### config.mk
export PLATFORM = sky130hd
export DESIGN_NAME = irq_top
export DESIGN_NICKNAME = d
export VERILOG_FILES = /design/src/verilog/irq_pkg.sv /design/src/verilog/irq_pending.sv /design/src/verilog/irq_csr.sv /design/src/verilog/irq_controller.sv /design/src/verilog/irq_top.sv
export SDC_FILE = /design/constraint.sdc
export NUM_CORES = 1
export LEC_CHECK = 0
export ABC_CLOCK_PERIOD_IN_PS = 4200
export BUFFER_PORTS_ARGS = -buffer_cell sky130_fd_sc_hd__buf_4
export CAP_MARGIN = 20
export CELL_PAD_IN_SITES_DETAIL_PLACEMENT = 1
export CELL_PAD_IN_SITES_GLOBAL_PLACEMENT = 2
export CORE_MARGIN = 2
export CORE_UTILIZATION = 33
export DETAILED_ROUTE_END_ITERATION = 7
export GPL_TIMING_DRIVEN = 0
export PLACE_DENSITY_LB_ADDON = 0.15
export SLEW_MARGIN = 0
export SYNTH_ARGS = -nofsm -noshare
export SYNTH_HDL_FRONTEND = slang
export SYNTH_SLANG_ARGS = --single-unit
### constraint.sdc
create_clock -name clk_i -period 4.2 [get_ports clk_i]
set_input_delay 0.63 -clock clk_i [delete_from_list [all_inputs] [get_ports clk_i]]
set_output_delay 0.63 -clock clk_i [all_outputs]
set_load 0.005 [all_outputs]
### src/verilog/irq_pkg.sv
// Machine mode only; lines 3, 7, 11 and 16 to 31 exist and all others read as zero
`default_nettype none

package irq_pkg;

  ////////////////////////////////////////
  // Widths and vector types
  ////////////////////////////////////////

  // Number of interrupt lines in mip and mie
  localparam int unsigned IRQ_NUM = 32;

  typedef logic [IRQ_NUM-1:0] irq_vec_t;
  typedef logic [4:0]         irq_id_t;
  typedef logic [11:0]        csr_addr_t;
  typedef logic [31:0]        csr_data_t;

  ////////////////////////////////////////
  // CSR numbers and bit positions
  ////////////////////////////////////////

  localparam csr_addr_t CSR_MSTATUS = 12'h300;
  localparam csr_addr_t CSR_MIE     = 12'h304;
  localparam csr_addr_t CSR_MIP     = 12'h344;

  // mstatus interrupt enable and its saved copy
  localparam int unsigned MSTATUS_MIE_BIT  = 3;
  localparam int unsigned MSTATUS_MPIE_BIT = 7;

  // Standard machine lines
  localparam int unsigned IRQ_MSI = 3;
  localparam int unsigned IRQ_MTI = 7;
  localparam int unsigned IRQ_MEI = 11;
  // First of the platform fast lines
  localparam int unsigned IRQ_FAST_LO = 16;

  // Implemented lines 31 to 16, 11, 7 and 3
  localparam irq_vec_t IRQ_MASK = 32'hFFFF_0888;

  ////////////////////////////////////////
  // CSR port payloads (OBI style)
  ////////////////////////////////////////

  typedef struct packed {
    logic      we;
    csr_addr_t addr;
    csr_data_t wdata;
  } csr_req_t;

  typedef struct packed {
    csr_data_t rdata;
    logic      err;
  } csr_resp_t;

endpackage

`default_nettype wire

### src/verilog/irq_pending.sv
// Lines are level sensitive and sampled once per cycle with no extra synchronizer stage
`default_nettype none

module irq_pending (
  input  logic              clk_i,
  input  logic              arst_n_i,
  input  irq_pkg::irq_vec_t irq_i,
  output irq_pkg::irq_vec_t mip_o
);
  import irq_pkg::*;

  // Sampled lines held as the mip CSR
  irq_vec_t mip_q;
  irq_vec_t mip_d;

  ////////////////////////////////////////
  // Line capture
  ////////////////////////////////////////

  // Unimplemented positions never become pending
  assign mip_d = irq_i & IRQ_MASK;

  always_ff @(posedge clk_i or negedge arst_n_i) begin
    if (!arst_n_i) begin
      mip_q <= '0;
    end else begin
      // Follows the lines with one cycle of delay
      mip_q <= mip_d;
    end
  end

  // Read by the CSR block and the priority logic
  assign mip_o = mip_q;

endmodule

`default_nettype wire

### src/verilog/irq_csr.sv
// One CSR transfer in flight at most; grant is withheld in acknowledge and response cycles
`default_nettype none

module irq_csr (
  input  logic               clk_i,
  input  logic               arst_n_i,
  input  logic               csr_req_i,
  input  irq_pkg::csr_req_t  csr_req_payload_i,
  output logic               csr_gnt_o,
  output logic               csr_rvalid_o,
  output irq_pkg::csr_resp_t csr_resp_o,
  input  irq_pkg::irq_vec_t  mip_i,
  input  logic               trap_taken_i,
  output irq_pkg::irq_vec_t  mie_o,
  output logic               m_ie_o
);
  import irq_pkg::*;

  logic      active_q;
  logic      rvalid_q;
  logic      accept;
  logic      wr_mie;
  logic      wr_mstatus;
  irq_vec_t  mie_q;
  logic      m_ie_q;
  logic      m_pie_q;
  csr_data_t mstatus_rdata;
  csr_resp_t resp_d;
  csr_resp_t resp_q;

  ////////////////////////////////////////
  // Handshake
  ////////////////////////////////////////

  // No grant in reset, during trap entry or while a response is due
  assign csr_gnt_o = active_q && !rvalid_q && !trap_taken_i;
  assign accept    = csr_req_i && csr_gnt_o;

  always_ff @(posedge clk_i or negedge arst_n_i) begin
    if (!arst_n_i) begin
      active_q <= 1'b0;
      rvalid_q <= 1'b0;
    end else begin
      // Out of reset after the first edge
      active_q <= 1'b1;
      // Response exactly one cycle after acceptance
      rvalid_q <= accept;
    end
  end

  ////////////////////////////////////////
  // Read decode
  ////////////////////////////////////////

  always_comb begin
    mstatus_rdata                   = '0;
    mstatus_rdata[MSTATUS_MIE_BIT]  = m_ie_q;
    mstatus_rdata[MSTATUS_MPIE_BIT] = m_pie_q;
    resp_d                          = '0;
    case (csr_req_payload_i.addr)
      CSR_MSTATUS: resp_d.rdata = mstatus_rdata;
      CSR_MIE:     resp_d.rdata = mie_q;
      CSR_MIP:     resp_d.rdata = mip_i;
      // Unknown number gives err with zero data
      default:     resp_d.err   = 1'b1;
    endcase
  end

  // Response payload loaded only on acceptance
  always_ff @(posedge clk_i) begin
    if (accept) begin
      resp_q <= resp_d;
    end
  end

  ////////////////////////////////////////
  // CSR storage and trap entry
  ////////////////////////////////////////

  // mip writes fall through without effect
  assign wr_mie     = accept && csr_req_payload_i.we && (csr_req_payload_i.addr == CSR_MIE);
  assign wr_mstatus = accept && csr_req_payload_i.we && (csr_req_payload_i.addr == CSR_MSTATUS);

  always_ff @(posedge clk_i or negedge arst_n_i) begin
    if (!arst_n_i) begin
      mie_q   <= '0;
      m_ie_q  <= 1'b0;
      m_pie_q <= 1'b0;
    end else begin
      if (wr_mie) begin
        mie_q <= csr_req_payload_i.wdata & IRQ_MASK;
      end
      // Trap entry saves MIE and disables
      if (trap_taken_i) begin
        m_pie_q <= m_ie_q;
        m_ie_q  <= 1'b0;
      end else if (wr_mstatus) begin
        m_ie_q  <= csr_req_payload_i.wdata[MSTATUS_MIE_BIT];
        m_pie_q <= csr_req_payload_i.wdata[MSTATUS_MPIE_BIT];
      end
    end
  end

  assign csr_rvalid_o = rvalid_q;
  assign csr_resp_o   = resp_q;
  assign mie_o        = mie_q;
  assign m_ie_o       = m_ie_q;

endmodule

`default_nettype wire

### src/verilog/irq_controller.sv
// Fixed priority 31..16, 11, 3, 7; one acknowledge per trap until software sets MIE again
`default_nettype none

module irq_controller (
  input  logic              clk_i,
  input  logic              arst_n_i,
  input  irq_pkg::irq_vec_t mip_i,
  input  irq_pkg::irq_vec_t mie_i,
  input  logic              m_ie_i,
  output logic              irq_ack_o,
  output irq_pkg::irq_id_t  irq_id_o
);
  import irq_pkg::*;

  irq_vec_t irq_take;
  logic     irq_wanted;
  logic     ack_d;
  logic     ack_q;
  irq_id_t  irq_id_d;
  irq_id_t  irq_id_q;

  ////////////////////////////////////////
  // Pending and enabled
  ////////////////////////////////////////

  assign irq_take = mip_i & mie_i;

  // Globally gated by mstatus.MIE
  assign irq_wanted = m_ie_i && (|irq_take);

  ////////////////////////////////////////
  // Priority encoder
  ////////////////////////////////////////

  // Lowest priority first so a later match overrides
  always_comb begin
    irq_id_d = '0;
    if (irq_take[IRQ_MTI]) begin
      irq_id_d = irq_id_t'(IRQ_MTI);
    end
    if (irq_take[IRQ_MSI]) begin
      irq_id_d = irq_id_t'(IRQ_MSI);
    end
    if (irq_take[IRQ_MEI]) begin
      irq_id_d = irq_id_t'(IRQ_MEI);
    end
    // Fast lines with 31 winning
    for (int i = IRQ_FAST_LO; i < IRQ_NUM; i++) begin
      if (irq_take[i]) begin
        irq_id_d = irq_id_t'(i);
      end
    end
  end

  ////////////////////////////////////////
  // Acknowledge
  ////////////////////////////////////////

  // Single cycle pulse and never back to back
  assign ack_d = irq_wanted && !ack_q;

  always_ff @(posedge clk_i or negedge arst_n_i) begin
    if (!arst_n_i) begin
      ack_q <= 1'b0;
    end else begin
      ack_q <= ack_d;
    end
  end

  // Id captured with the pulse
  always_ff @(posedge clk_i) begin
    if (ack_d) begin
      irq_id_q <= irq_id_d;
    end
  end

  assign irq_ack_o = ack_q;
  assign irq_id_o  = irq_id_q;

endmodule

`default_nettype wire

### src/verilog/irq_top.sv
// Machine-mode interrupt block; irq_id_o is only meaningful while irq_ack_o is high
`default_nettype none

module irq_top (
  input  logic               clk_i,
  input  logic               arst_n_i,
  input  irq_pkg::irq_vec_t  irq_i,
  input  logic               csr_req_i,
  input  irq_pkg::csr_req_t  csr_req_payload_i,
  output logic               csr_gnt_o,
  output logic               csr_rvalid_o,
  output irq_pkg::csr_resp_t csr_resp_o,
  output logic               irq_ack_o,
  output irq_pkg::irq_id_t   irq_id_o
);
  import irq_pkg::*;

  irq_vec_t mip;
  irq_vec_t mie;
  logic     m_ie;

  ////////////////////////////////////////
  // Capture and CSR storage
  ////////////////////////////////////////

  irq_pending u_irq_pending (
    .clk_i    ( clk_i    ),
    .arst_n_i ( arst_n_i ),
    .irq_i    ( irq_i    ),
    .mip_o    ( mip      )
  );

  // Acknowledge doubles as trap-taken
  irq_csr u_irq_csr (
    .clk_i             ( clk_i             ),
    .arst_n_i          ( arst_n_i          ),
    .csr_req_i         ( csr_req_i         ),
    .csr_req_payload_i ( csr_req_payload_i ),
    .csr_gnt_o         ( csr_gnt_o         ),
    .csr_rvalid_o      ( csr_rvalid_o      ),
    .csr_resp_o        ( csr_resp_o        ),
    .mip_i             ( mip               ),
    .trap_taken_i      ( irq_ack_o         ),
    .mie_o             ( mie               ),
    .m_ie_o            ( m_ie              )
  );

  ////////////////////////////////////////
  // Priority and acknowledge
  ////////////////////////////////////////

  irq_controller u_irq_controller (
    .clk_i     ( clk_i     ),
    .arst_n_i  ( arst_n_i  ),
    .mip_i     ( mip       ),
    .mie_i     ( mie       ),
    .m_ie_i    ( m_ie      ),
    .irq_ack_o ( irq_ack_o ),
    .irq_id_o  ( irq_id_o  )
  );

endmodule

`default_nettype wire

==> results of run 1 <==
## metal layers
layer	GRT usage, %	part of all wire, %
met1	19.6	44
met2	24.5	49
met3	3.58	5.1
met4	8.75	1.8
met5	0	0
## per-stage QoR
step	total power, mW	worst slack [ps]	util, %	instance area [µm²]	std cells
finish	1.35	2190	45.0	3910	427
global route	1.41	1970	45.0	3910	427
CTS	1.37	2130	45.0	3910	427
detailed placement	0.838	1840	42.8	3710	411
global placement	0.836	1870	42.8	3710	411
floorplan	0.766	2150	-	2980	224
## sequential cells by signal (all words and copies together), names as in the netlist
| name | flops |
|---|---|
| u_irq_csr.csr_resp_o | 20 |
| u_irq_csr.mie_o | 19 |
| u_irq_pending.mip_o | 19 |
| u_irq_controller.irq_id_o | 5 |
| u_irq_controller.irq_ack_o | 1 |
| u_irq_csr.active_q | 1 |
| u_irq_csr.csr_rvalid_o | 1 |
| u_irq_csr.m_ie_o | 1 |
| u_irq_csr.m_pie_q | 1 |
## critical path: cells and delay by family, from the launching register on
kind | cells | cell delay [ps]
flops | 1 | 430
simple gates | 2 | 1180
## kinds of logic (layout without fill, tap and decap cells)
group,after synthesis,count (layout),share of synthesized area [%]
AO/OA/AOI/OAI,50,50,13.1
buffers and inverters,26,121,6.69
flip-flops,68,68,62.2
multiplexers,22,22,9.63
other,2,14,0.256
AND/OR/NAND/NOR,44,44,8.18
## final timing paths
kind / cells past startpoint / end / slack [ps]
worst min-delay path: 1 / u_irq_pending.mip_o[17]$_DFF_PN0_ / 270
worst max-delay path: 2 / u_irq_csr.csr_resp_o[31]$_DFFE_PP_ / 2190
max in group asynchronous: 1 / u_irq_csr.mie_o[3]$_DFFE_PN0P_ / 3540
min in group clk_i: 1 / u_irq_pending.mip_o[27]$_DFF_PN0_ / 390
worst max register to register: 2 / u_irq_csr.csr_resp_o[31]$_DFFE_PP_ / 2190
worst min register to register: 1 / u_irq_csr.m_ie_o$_DFFE_PN0P_ / 530
## layout make-up
class                           count  area, µm²
Timing Repair Buffer               79        593
Fill cell                         954       4770
Inverter                            4       15.0
Clock inverter                      4       48.8
Buffer                             22        181
Tap cell                          108        135
Sequential cell                    68       1830
Clock buffer                       12        145
Multi-Input combinational cell    130        960
## power by group through the flow
stage / Combinational, mW / Sequential (mW) / Clock (mW)
2_1_floorplan: 0.0315 / 0.734 / 0
3_3_place_gp: 0.0993 / 0.737 / 0
3_5_place_dp: 0.100 / 0.738 / 0
4_1_cts: 0.101 / 0.724 / 0.548
5_1_grt: 0.110 / 0.727 / 0.574
6_report: 0.0990 / 0.724 / 0.528
## cell usage in the layout (no fill, tap or decap), drive strengths merged, types with 5 or more instances in the layout
master	synthesis	layout
buf	21	100
dfrtp	43	43
edfxtp	25	25
mux2	20	20
a22o	18	18
nand2	16	16
conb	2	14
clkbuf	1	13
nor2	8	8
a22oi	8	8
o21ai	5	5
a21oi	5	5
==> impl.org, run 1 <==
** Critical path
- On the critical path, the stage with the largest delay is an instance of sky130_fd_sc_hd__and2_1.
- Critical-path maximum fanout :: 21
- Cell chain of the critical path :: nor3b_1 > and2_1
- Data arrives at the worst endpoint at 1960 ps.
- Data on the critical path is required at its endpoint by 4160 ps.
- The largest single stage delay on the critical path is 850 ps.
- Crit Path Category :: reg2reg
- Tracing the worst setup path back leads to its startpoint at u_irq_controller.irq_ack_o$_DFF_PN0_.
- Origin of the critical flop-to-flop path :: u_irq_controller.irq_ack_o$_DFF_PN0_
- Setup crit end kind :: flip-flop
- Launching element type of the critical path :: flip-flop

** Clock network
- Total of cells resized after clock tree synthesis :: 0
- Hold-fix buffers at CTS :: 0
- Post-CTS repair timing setup buffer count :: 0
- The root buffer cell chosen for the clock tree is sky130_fd_sc_hd__clkbuf_8.
- TritonCTS built the clock tree.
- Total clock sinks :: 68
- Buffers inserted during clock tree synthesis total 9.
- The later pin in the worst-skew pair is clocked with a latency of 330 ps.
- The H-tree generated during clock tree synthesis spans 3 levels.
- Clock-pin slew was measured on the worst setup and hold paths at 70 ps.
- Counting along the longest clock path gives a buffer depth of 2.

** Logic synthesis
- Number of distinct library cells after synthesis :: 38
- Warnings, synthesis :: 0
- Synthesis produced 212 cells.
- Synthesized area divided by synthesized cell count :: 13.9 µm²
- Post-synthesis async set-or-reset flop share :: 63.2%
- Share of the synthesized area in the top cell type :: 36.6%
- Number of synthesized register bits :: 68
- Library cell with the largest summed area after synthesis :: sky130_fd_sc_hd__dfrtp_1
- The most used flip-flop cell after synthesis is sky130_fd_sc_hd__dfrtp_1.
- sky130_fd_sc_hd__dfrtp_1 is the most common cell in the netlist.
- Leading post-synthesis cells by cell area :: sky130_fd_sc_hd__dfrtp_1, sky130_fd_sc_hd__edfxtp_1, sky130_fd_sc_hd__a22o_1, sky130_fd_sc_hd__mux2_4, sky130_fd_sc_hd__mux2_2
- After synthesis, the most frequently instantiated cells are sky130_fd_sc_hd__dfrtp_1, sky130_fd_sc_hd__edfxtp_1, sky130_fd_sc_hd__a22o_1.
- Sequential area share after synthesis :: 62.2%
- After synthesis the cells add up to 0.00294 mm².
- Number of enable-type register cells in the synthesized netlist :: 25

** Layout
- Fraction of final layout cells sized beyond drive strength 1 :: 43.3%
- # diodes :: 0
- In the final design database the tool counted 394 nets.
- Area added between synthesis and finish :: 32.9%

** GRT
- Pin count of the biggest net entering global routing :: 44
- The first global-routing pass estimated 11400 µm of wire.
- The total overflow left after global routing is 0.
- GRT Util Overall :: 15.5%
- The initial antenna violation count was 0.
- Number of global-route vias before repair :: 2246

** Place
- Weighted congestion reported at the end of routability-driven placement :: 0.743
- Number of buffers inserted by port buffering :: 79
- Detailed Place HPWL :: 5230 µm

** Timing
- Setup violations remaining at the end of the flow were counted as 0.
- Final hold slack :: 274 ps
- For the finished layout, the period the worst path requires is 2010 ps.
- Rel. slew slack :: 32.4%
- The count of pins over their slew limit was 0.
- Clk_skew :: 9.82 ps
- Timing would allow up to 0.498 GHz.
- The worst path uses 47.8% of the clock period.
- Setup repair after global routing missed its margin :: no
- The number of hold violations in the final report came to 0.
- Setup_tns :: 0 ps
- At the pin with the least slew margin, the transition time is 1010 ps.

** Detailed routing
- Detailed-route DRC error count :: 0
- Ratio of routed vias to standard cells :: 4.78
- Routed length per placed instance :: 16.5 µm
- For this block, the via count after detailed routing is 2043.
- The detail route stage leaves a number of antenna-violating nets equal to 0.
- Iteration-0 DRC Markers :: 58
- Length of the first detailed-routing pass in iterations :: 4
- The routed design has 7040 µm of wire.

** Floorplanning
- The die covers 0.00967 mm².
- Initial core utilization :: 33.9%
- In this run the count of I/O pins placed on the die edge is 121.
- The core region is 0.00868 mm².
- Die height :: 98.4 µm
- Number of standard-cell rows in the floorplan :: 34
- Die span in x :: 98.4 µm

** Pwr
- Share of total power in the clock network :: 39.1%
- Dividing total power by cell area gives a power density of 346 mW/mm².
- Maximum vdd drop :: 0.120 mV
- For this design the static power due to leakage is 1.78 nW.
- Combinational cell fraction of total power :: 7.3%
- Net switching is 21.7% of the power.
- Internal power comes to 1.06 mW.
- Sequential power share :: 53.6%
- Net switching component of the power :: 0.293 mW

** Min path
- Worst min-delay path class :: in2async

** Job
- Across the run, the number of max-cap violations was 0.

** Run status
- Status :: completed
Note: power is estimated with default switching activity, not from simulation.
==> inputs of run 2 (changes only) <==
--- a/config.mk
+++ b/config.mk
@@ -5,13 +5,13 @@
 export SDC_FILE = /design/constraint.sdc
 export NUM_CORES = 1
 export LEC_CHECK = 0
-export ABC_CLOCK_PERIOD_IN_PS = 4200
+export ABC_CLOCK_PERIOD_IN_PS = 1750
 export BUFFER_PORTS_ARGS = -buffer_cell sky130_fd_sc_hd__buf_4
 export CAP_MARGIN = 20
 export CELL_PAD_IN_SITES_DETAIL_PLACEMENT = 1
 export CELL_PAD_IN_SITES_GLOBAL_PLACEMENT = 2
 export CORE_MARGIN = 2
-export CORE_UTILIZATION = 33
+export CORE_UTILIZATION = 27
 export DETAILED_ROUTE_END_ITERATION = 7
 export GPL_TIMING_DRIVEN = 0
 export PLACE_DENSITY_LB_ADDON = 0.15
==> constraint.sdc (replaced) <==
create_clock -name clk_i -period 1.75 [get_ports clk_i]
set_input_delay 0.2625 -clock clk_i [delete_from_list [all_inputs] [get_ports clk_i]]
set_output_delay 0.2625 -clock clk_i [all_outputs]
set_load 0.005 [all_outputs]
==> run 2 against run 1 <==
  * Critical endpoint is now u_irq_csr.mie_o[11]$_DFFE_PN0P_
  * Power rose to 2.6 times the previous value
  * Global-route usage down 2.2 points
  * Sequential power is 140% higher
  * Core utilization decreased by 6.3 points
  * Clock-buffer cell count fell by 1
  * Die area rose by 21%
  * Cell count is 11% higher
  * Critical path type unchanged
  * Critical path depth is 3 higher
  * Sequential share of layout area shrank 2.8 points
  * Largest power group unchanged
  * Clock power grew to 2.8 times the previous value
  * Highest routed layer unchanged
  * First-iteration DRC count rose by 14%
==> impl.org, run 2 (synthesized netlist as in run 1, its figures left out) <==
** Run status
- Status :: completed (unchanged)

** Critical path
- Register-to-Register Setup Slack :: 80 ps (was 2190 ps)
- The number of gates on the worst path with buffers counted is 5 (was 2).
- Cell chain of the critical path: nor3b_4 > and3_4 > and2_4 > buf_12 > mux2_2 (was nor3b_1 > and2_1).
- The maximum fanout encountered on the critical timing path came to 19 (was 21).
- Worst Setup SP :: u_irq_csr.csr_rvalid_o$_DFF_PN0_ (was u_irq_controller.irq_ack_o$_DFF_PN0_)
- Slowest cell on crit path :: sky130_fd_sc_hd__dfrtp_1 (was sky130_fd_sc_hd__and2_1)
- The path depth of the worst reg2reg path is 5 (was 2).
- Critical Path AT :: 1900 ps (was 1960 ps)
- The critical path startpoint category is a flip-flop (unchanged).
- The kind of cell with the highest combined delay on the critical path is simple AND/OR/NAND/NOR gates (unchanged).
- The source of the worst register-to-register timing path is u_irq_csr.csr_rvalid_o$_DFF_PN0_ (was u_irq_controller.irq_ack_o$_DFF_PN0_).
- Worst setup endpoint :: u_irq_csr.mie_o[11]$_DFFE_PN0P_ (was u_irq_csr.csr_resp_o[31]$_DFFE_PP_)
- Setup crit end kind :: flip-flop (unchanged)
- The critical path start-end classification is reg2reg (unchanged).
- The capture point of the worst reg-to-reg path is u_irq_csr.mie_o[11]$_DFFE_PN0P_ (was u_irq_csr.csr_resp_o[31]$_DFFE_PP_).
- Buffers plus inverters on the worst setup path :: 1 (was 0)
- The required time of the worst setup path is 1980 ps (was 4160 ps).
- CP max stage delay :: 410 ps (was 850 ps)

** Timing
- The final worst slack was 80.3 ps (was 2190 ps).
- The minimum clock period after layout is 1670 ps (was 2010 ps).
- Worst Tran Pin Value :: 572 ps (was 1010 ps)
- The number of hold violations in the final report is 0 (unchanged).
- Final setup viols :: 0 (unchanged)
- The headroom to the max-slew limit is 61.9% (was 32.4%).
- Final number of max-transition violations :: 0 (unchanged)
- Final hold slack :: 15.3 ps (was 274 ps)
- Maximum clock rate :: 0.599 GHz (was 0.498 GHz)
- Clk_skew :: 11.5 ps (was 9.82 ps)
- The period utilization is 95.4% (was 47.8%).
- Setup repair after global routing missed its margin: no (unchanged).

** Min path
- The class of the most critical hold timing path is in2reg (was in2async).
- Start point of the worst min-delay path :: irq_i[18]
- Worst hold path stage count :: 1

** GRT
- GRT Util Overall :: 13.3% (was 15.5%)
- The final global-route overflow total is 0 (unchanged).
- Number of global-route vias before repair :: 2168 (was 2246)
- The wire length of the first global-routing pass was 11500 µm (was 11400 µm).
- The initial antenna violation count came to 0 (unchanged).
- The largest net degree at the start of global routing was 44 (unchanged).

** Place
- The count of buffers from port buffering is 79 (unchanged).
- The final HPWL from detailed placement was 5450 µm (was 5230 µm).
- The placed standard-cell area came to 0.00376 mm² (was 0.00371 mm²).
- Weighted congestion reported at the end of routability-driven placement :: 0.737 (was 0.743)
- Worst Setup Slack post-DPL :: -357 ps (was 1840 ps)

** Floorplanning
- Number of standard-cell rows in the floorplan :: 38 (was 34)
- Count of boundary I/O pins :: 121 (unchanged)
- Initial core utilization :: 27.3% (was 33.9%)
- The core region area came to 0.0107 mm² (was 0.00868 mm²).
- Die height :: 108 µm (was 98.4 µm)
- Die span in x :: 108 µm (was 98.4 µm)
- Die outline area :: 0.0117 mm² (was 0.00967 mm²)

** Job
- Number of maximum-capacitance violations :: 0 (unchanged)

** Detailed routing
- The count of vias placed by the detailed router is 2102 (was 2043).
- The overall routed net length is 7450 µm (was 7040 µm).
- The iteration-0 DRC count of the detailed router is 66 (was 58).
- The mean number of vias per cell is 4.44 (was 4.78).
- Post-DRT Antenna Nets :: 0 (unchanged)
- The count of unresolved DRC violations after routing was 0 (unchanged).
- Length of the first detailed-routing pass in iterations :: 4 (unchanged)
- Routed length per placed instance :: 15.8 µm (was 16.5 µm)

** Layout
- The number of flip-flops in the largest register is 20 (unchanged).
- Leading cell type in the layout, fill and taps excluded :: sky130_fd_sc_hd__buf_4 (unchanged)
- The net count reported at finish came to 408 (was 394).
- Area added between synthesis and finish :: 41.5% (was 32.9%)
- Final instance area :: 0.00416 mm² (was 0.00391 mm²)
- The share of layout cells above drive strength 1 was 45.9% (was 43.3%).
- # diodes :: 0 (unchanged)
- Commonest non-fill, non-tap cells in the layout: sky130_fd_sc_hd__buf_4, sky130_fd_sc_hd__dfrtp_1, sky130_fd_sc_hd__edfxtp_1, sky130_fd_sc_hd__a22o_1, sky130_fd_sc_hd__nand2_1 (unchanged).
- The final core utilization was 38.7% (was 45.0%).

** Pwr
- The worst supply voltage drop on vdd was 0.354 mV (was 0.120 mV).
- The static leakage is 1.87 nW (was 1.78 nW).
- Cell area power density :: 842 mW/mm² (was 346 mW/mm²)
- Overall power of the completed layout :: 3.50 mW (was 1.35 mW)

** Clock network
- The clock-pin slew on the worst setup and hold paths came to 80 ps (was 70 ps).
- Source-to-sink clock delay at the later pin of the worst-skew pair :: 350 ps (was 330 ps)
- The library cell used as clock root buffer is sky130_fd_sc_hd__clkbuf_8 (unchanged).
- Clock tree buffer depth :: 2 (unchanged)
- CTS Buf Count :: 9 (unchanged)
- The number of clock sinks was 68 (unchanged).
- The H-tree depth reported by CTS was 3 (unchanged).
- TritonCTS clock tree :: yes (unchanged)
run 2: cell count changes in the layout (fill, tap and decap cells not counted), moves of 2 or more:
cell                            change
sky130_fd_sc_hd__dlygate4sd3_1      +9
sky130_fd_sc_hd__a22oi_2            +2
sky130_fd_sc_hd__clkbuf_16          +2
sky130_fd_sc_hd__a22oi_1            -2
sky130_fd_sc_hd__clkbuf_1           -2
sky130_fd_sc_hd__buf_4              +6
sky130_fd_sc_hd__clkinv_2           -2
run 2: worst min path at each step:
stage / end / slack (ps)
2_1_floorplan: u_irq_controller.irq_ack_o$_DFF_PN0_ / -30
4_1_cts: u_irq_pending.mip_o[18]$_DFF_PN0_ / 3
5_1_grt: u_irq_pending.mip_o[24]$_DFF_PN0_ / 1
3_5_place_dp: u_irq_pending.mip_o[7]$_DFF_PN0_ / 310
6_report: u_irq_pending.mip_o[18]$_DFF_PN0_ / 20
3_3_place_gp: u_irq_pending.mip_o[7]$_DFF_PN0_ / 300
run 2: per-layer routing:
layer	wire length, µm	up-vias	global-route usage, %
met1	3260	1041	16.6
met4	107	0	5.22
met3	349	8	3.25
met2	3730	50	22.3
li1	-	1003	-
met5	0	-	0
run 2: worst register-to-register path, stage by stage, from the launching register on:
cell and delay, ps:
sky130_fd_sc_hd__dfrtp_1 410, sky130_fd_sc_hd__nor3b_4 240, sky130_fd_sc_hd__and3_4 220, sky130_fd_sc_hd__and2_4 150, sky130_fd_sc_hd__buf_12 180, sky130_fd_sc_hd__mux2_2 360
run 2: final cells by class:
class,instances,area (µm²)
Buffer,21,166
Clock buffer,11,174
Clock inverter,5,63.8
Fill cell,1206,6590
Inverter,4,15.0
Multi-Input combinational cell,130,1010
Sequential cell,68,1830
Tap cell,140,175
Timing Repair Buffer,94,728
run 2: power by group:
part | total, mW | internal (mW) | switching, mW
Clock | 1.50 | 0.841 | 0.656
Combinational | 0.266 | 0.161 | 0.105
Sequential | 1.74 | 1.70 | 0.0367
run 2: what timing repair did:
item	CTS	global route
buffers inserted	4	2
resized for setup	7	4
hold endpoints to repair	48	3
endpoints found under the setup margin	48	16
pin swaps	3	3
hold buffers	6	3
run 2: stage by stage:
step / TNS, ps / std cells
2_1_floorplan: 0 / 224
3_3_place_gp: -11100 / 443
3_5_place_dp: -13100 / 443
4_1_cts: 0 / 468
5_1_grt: 0 / 473
6_report: 0 / 473
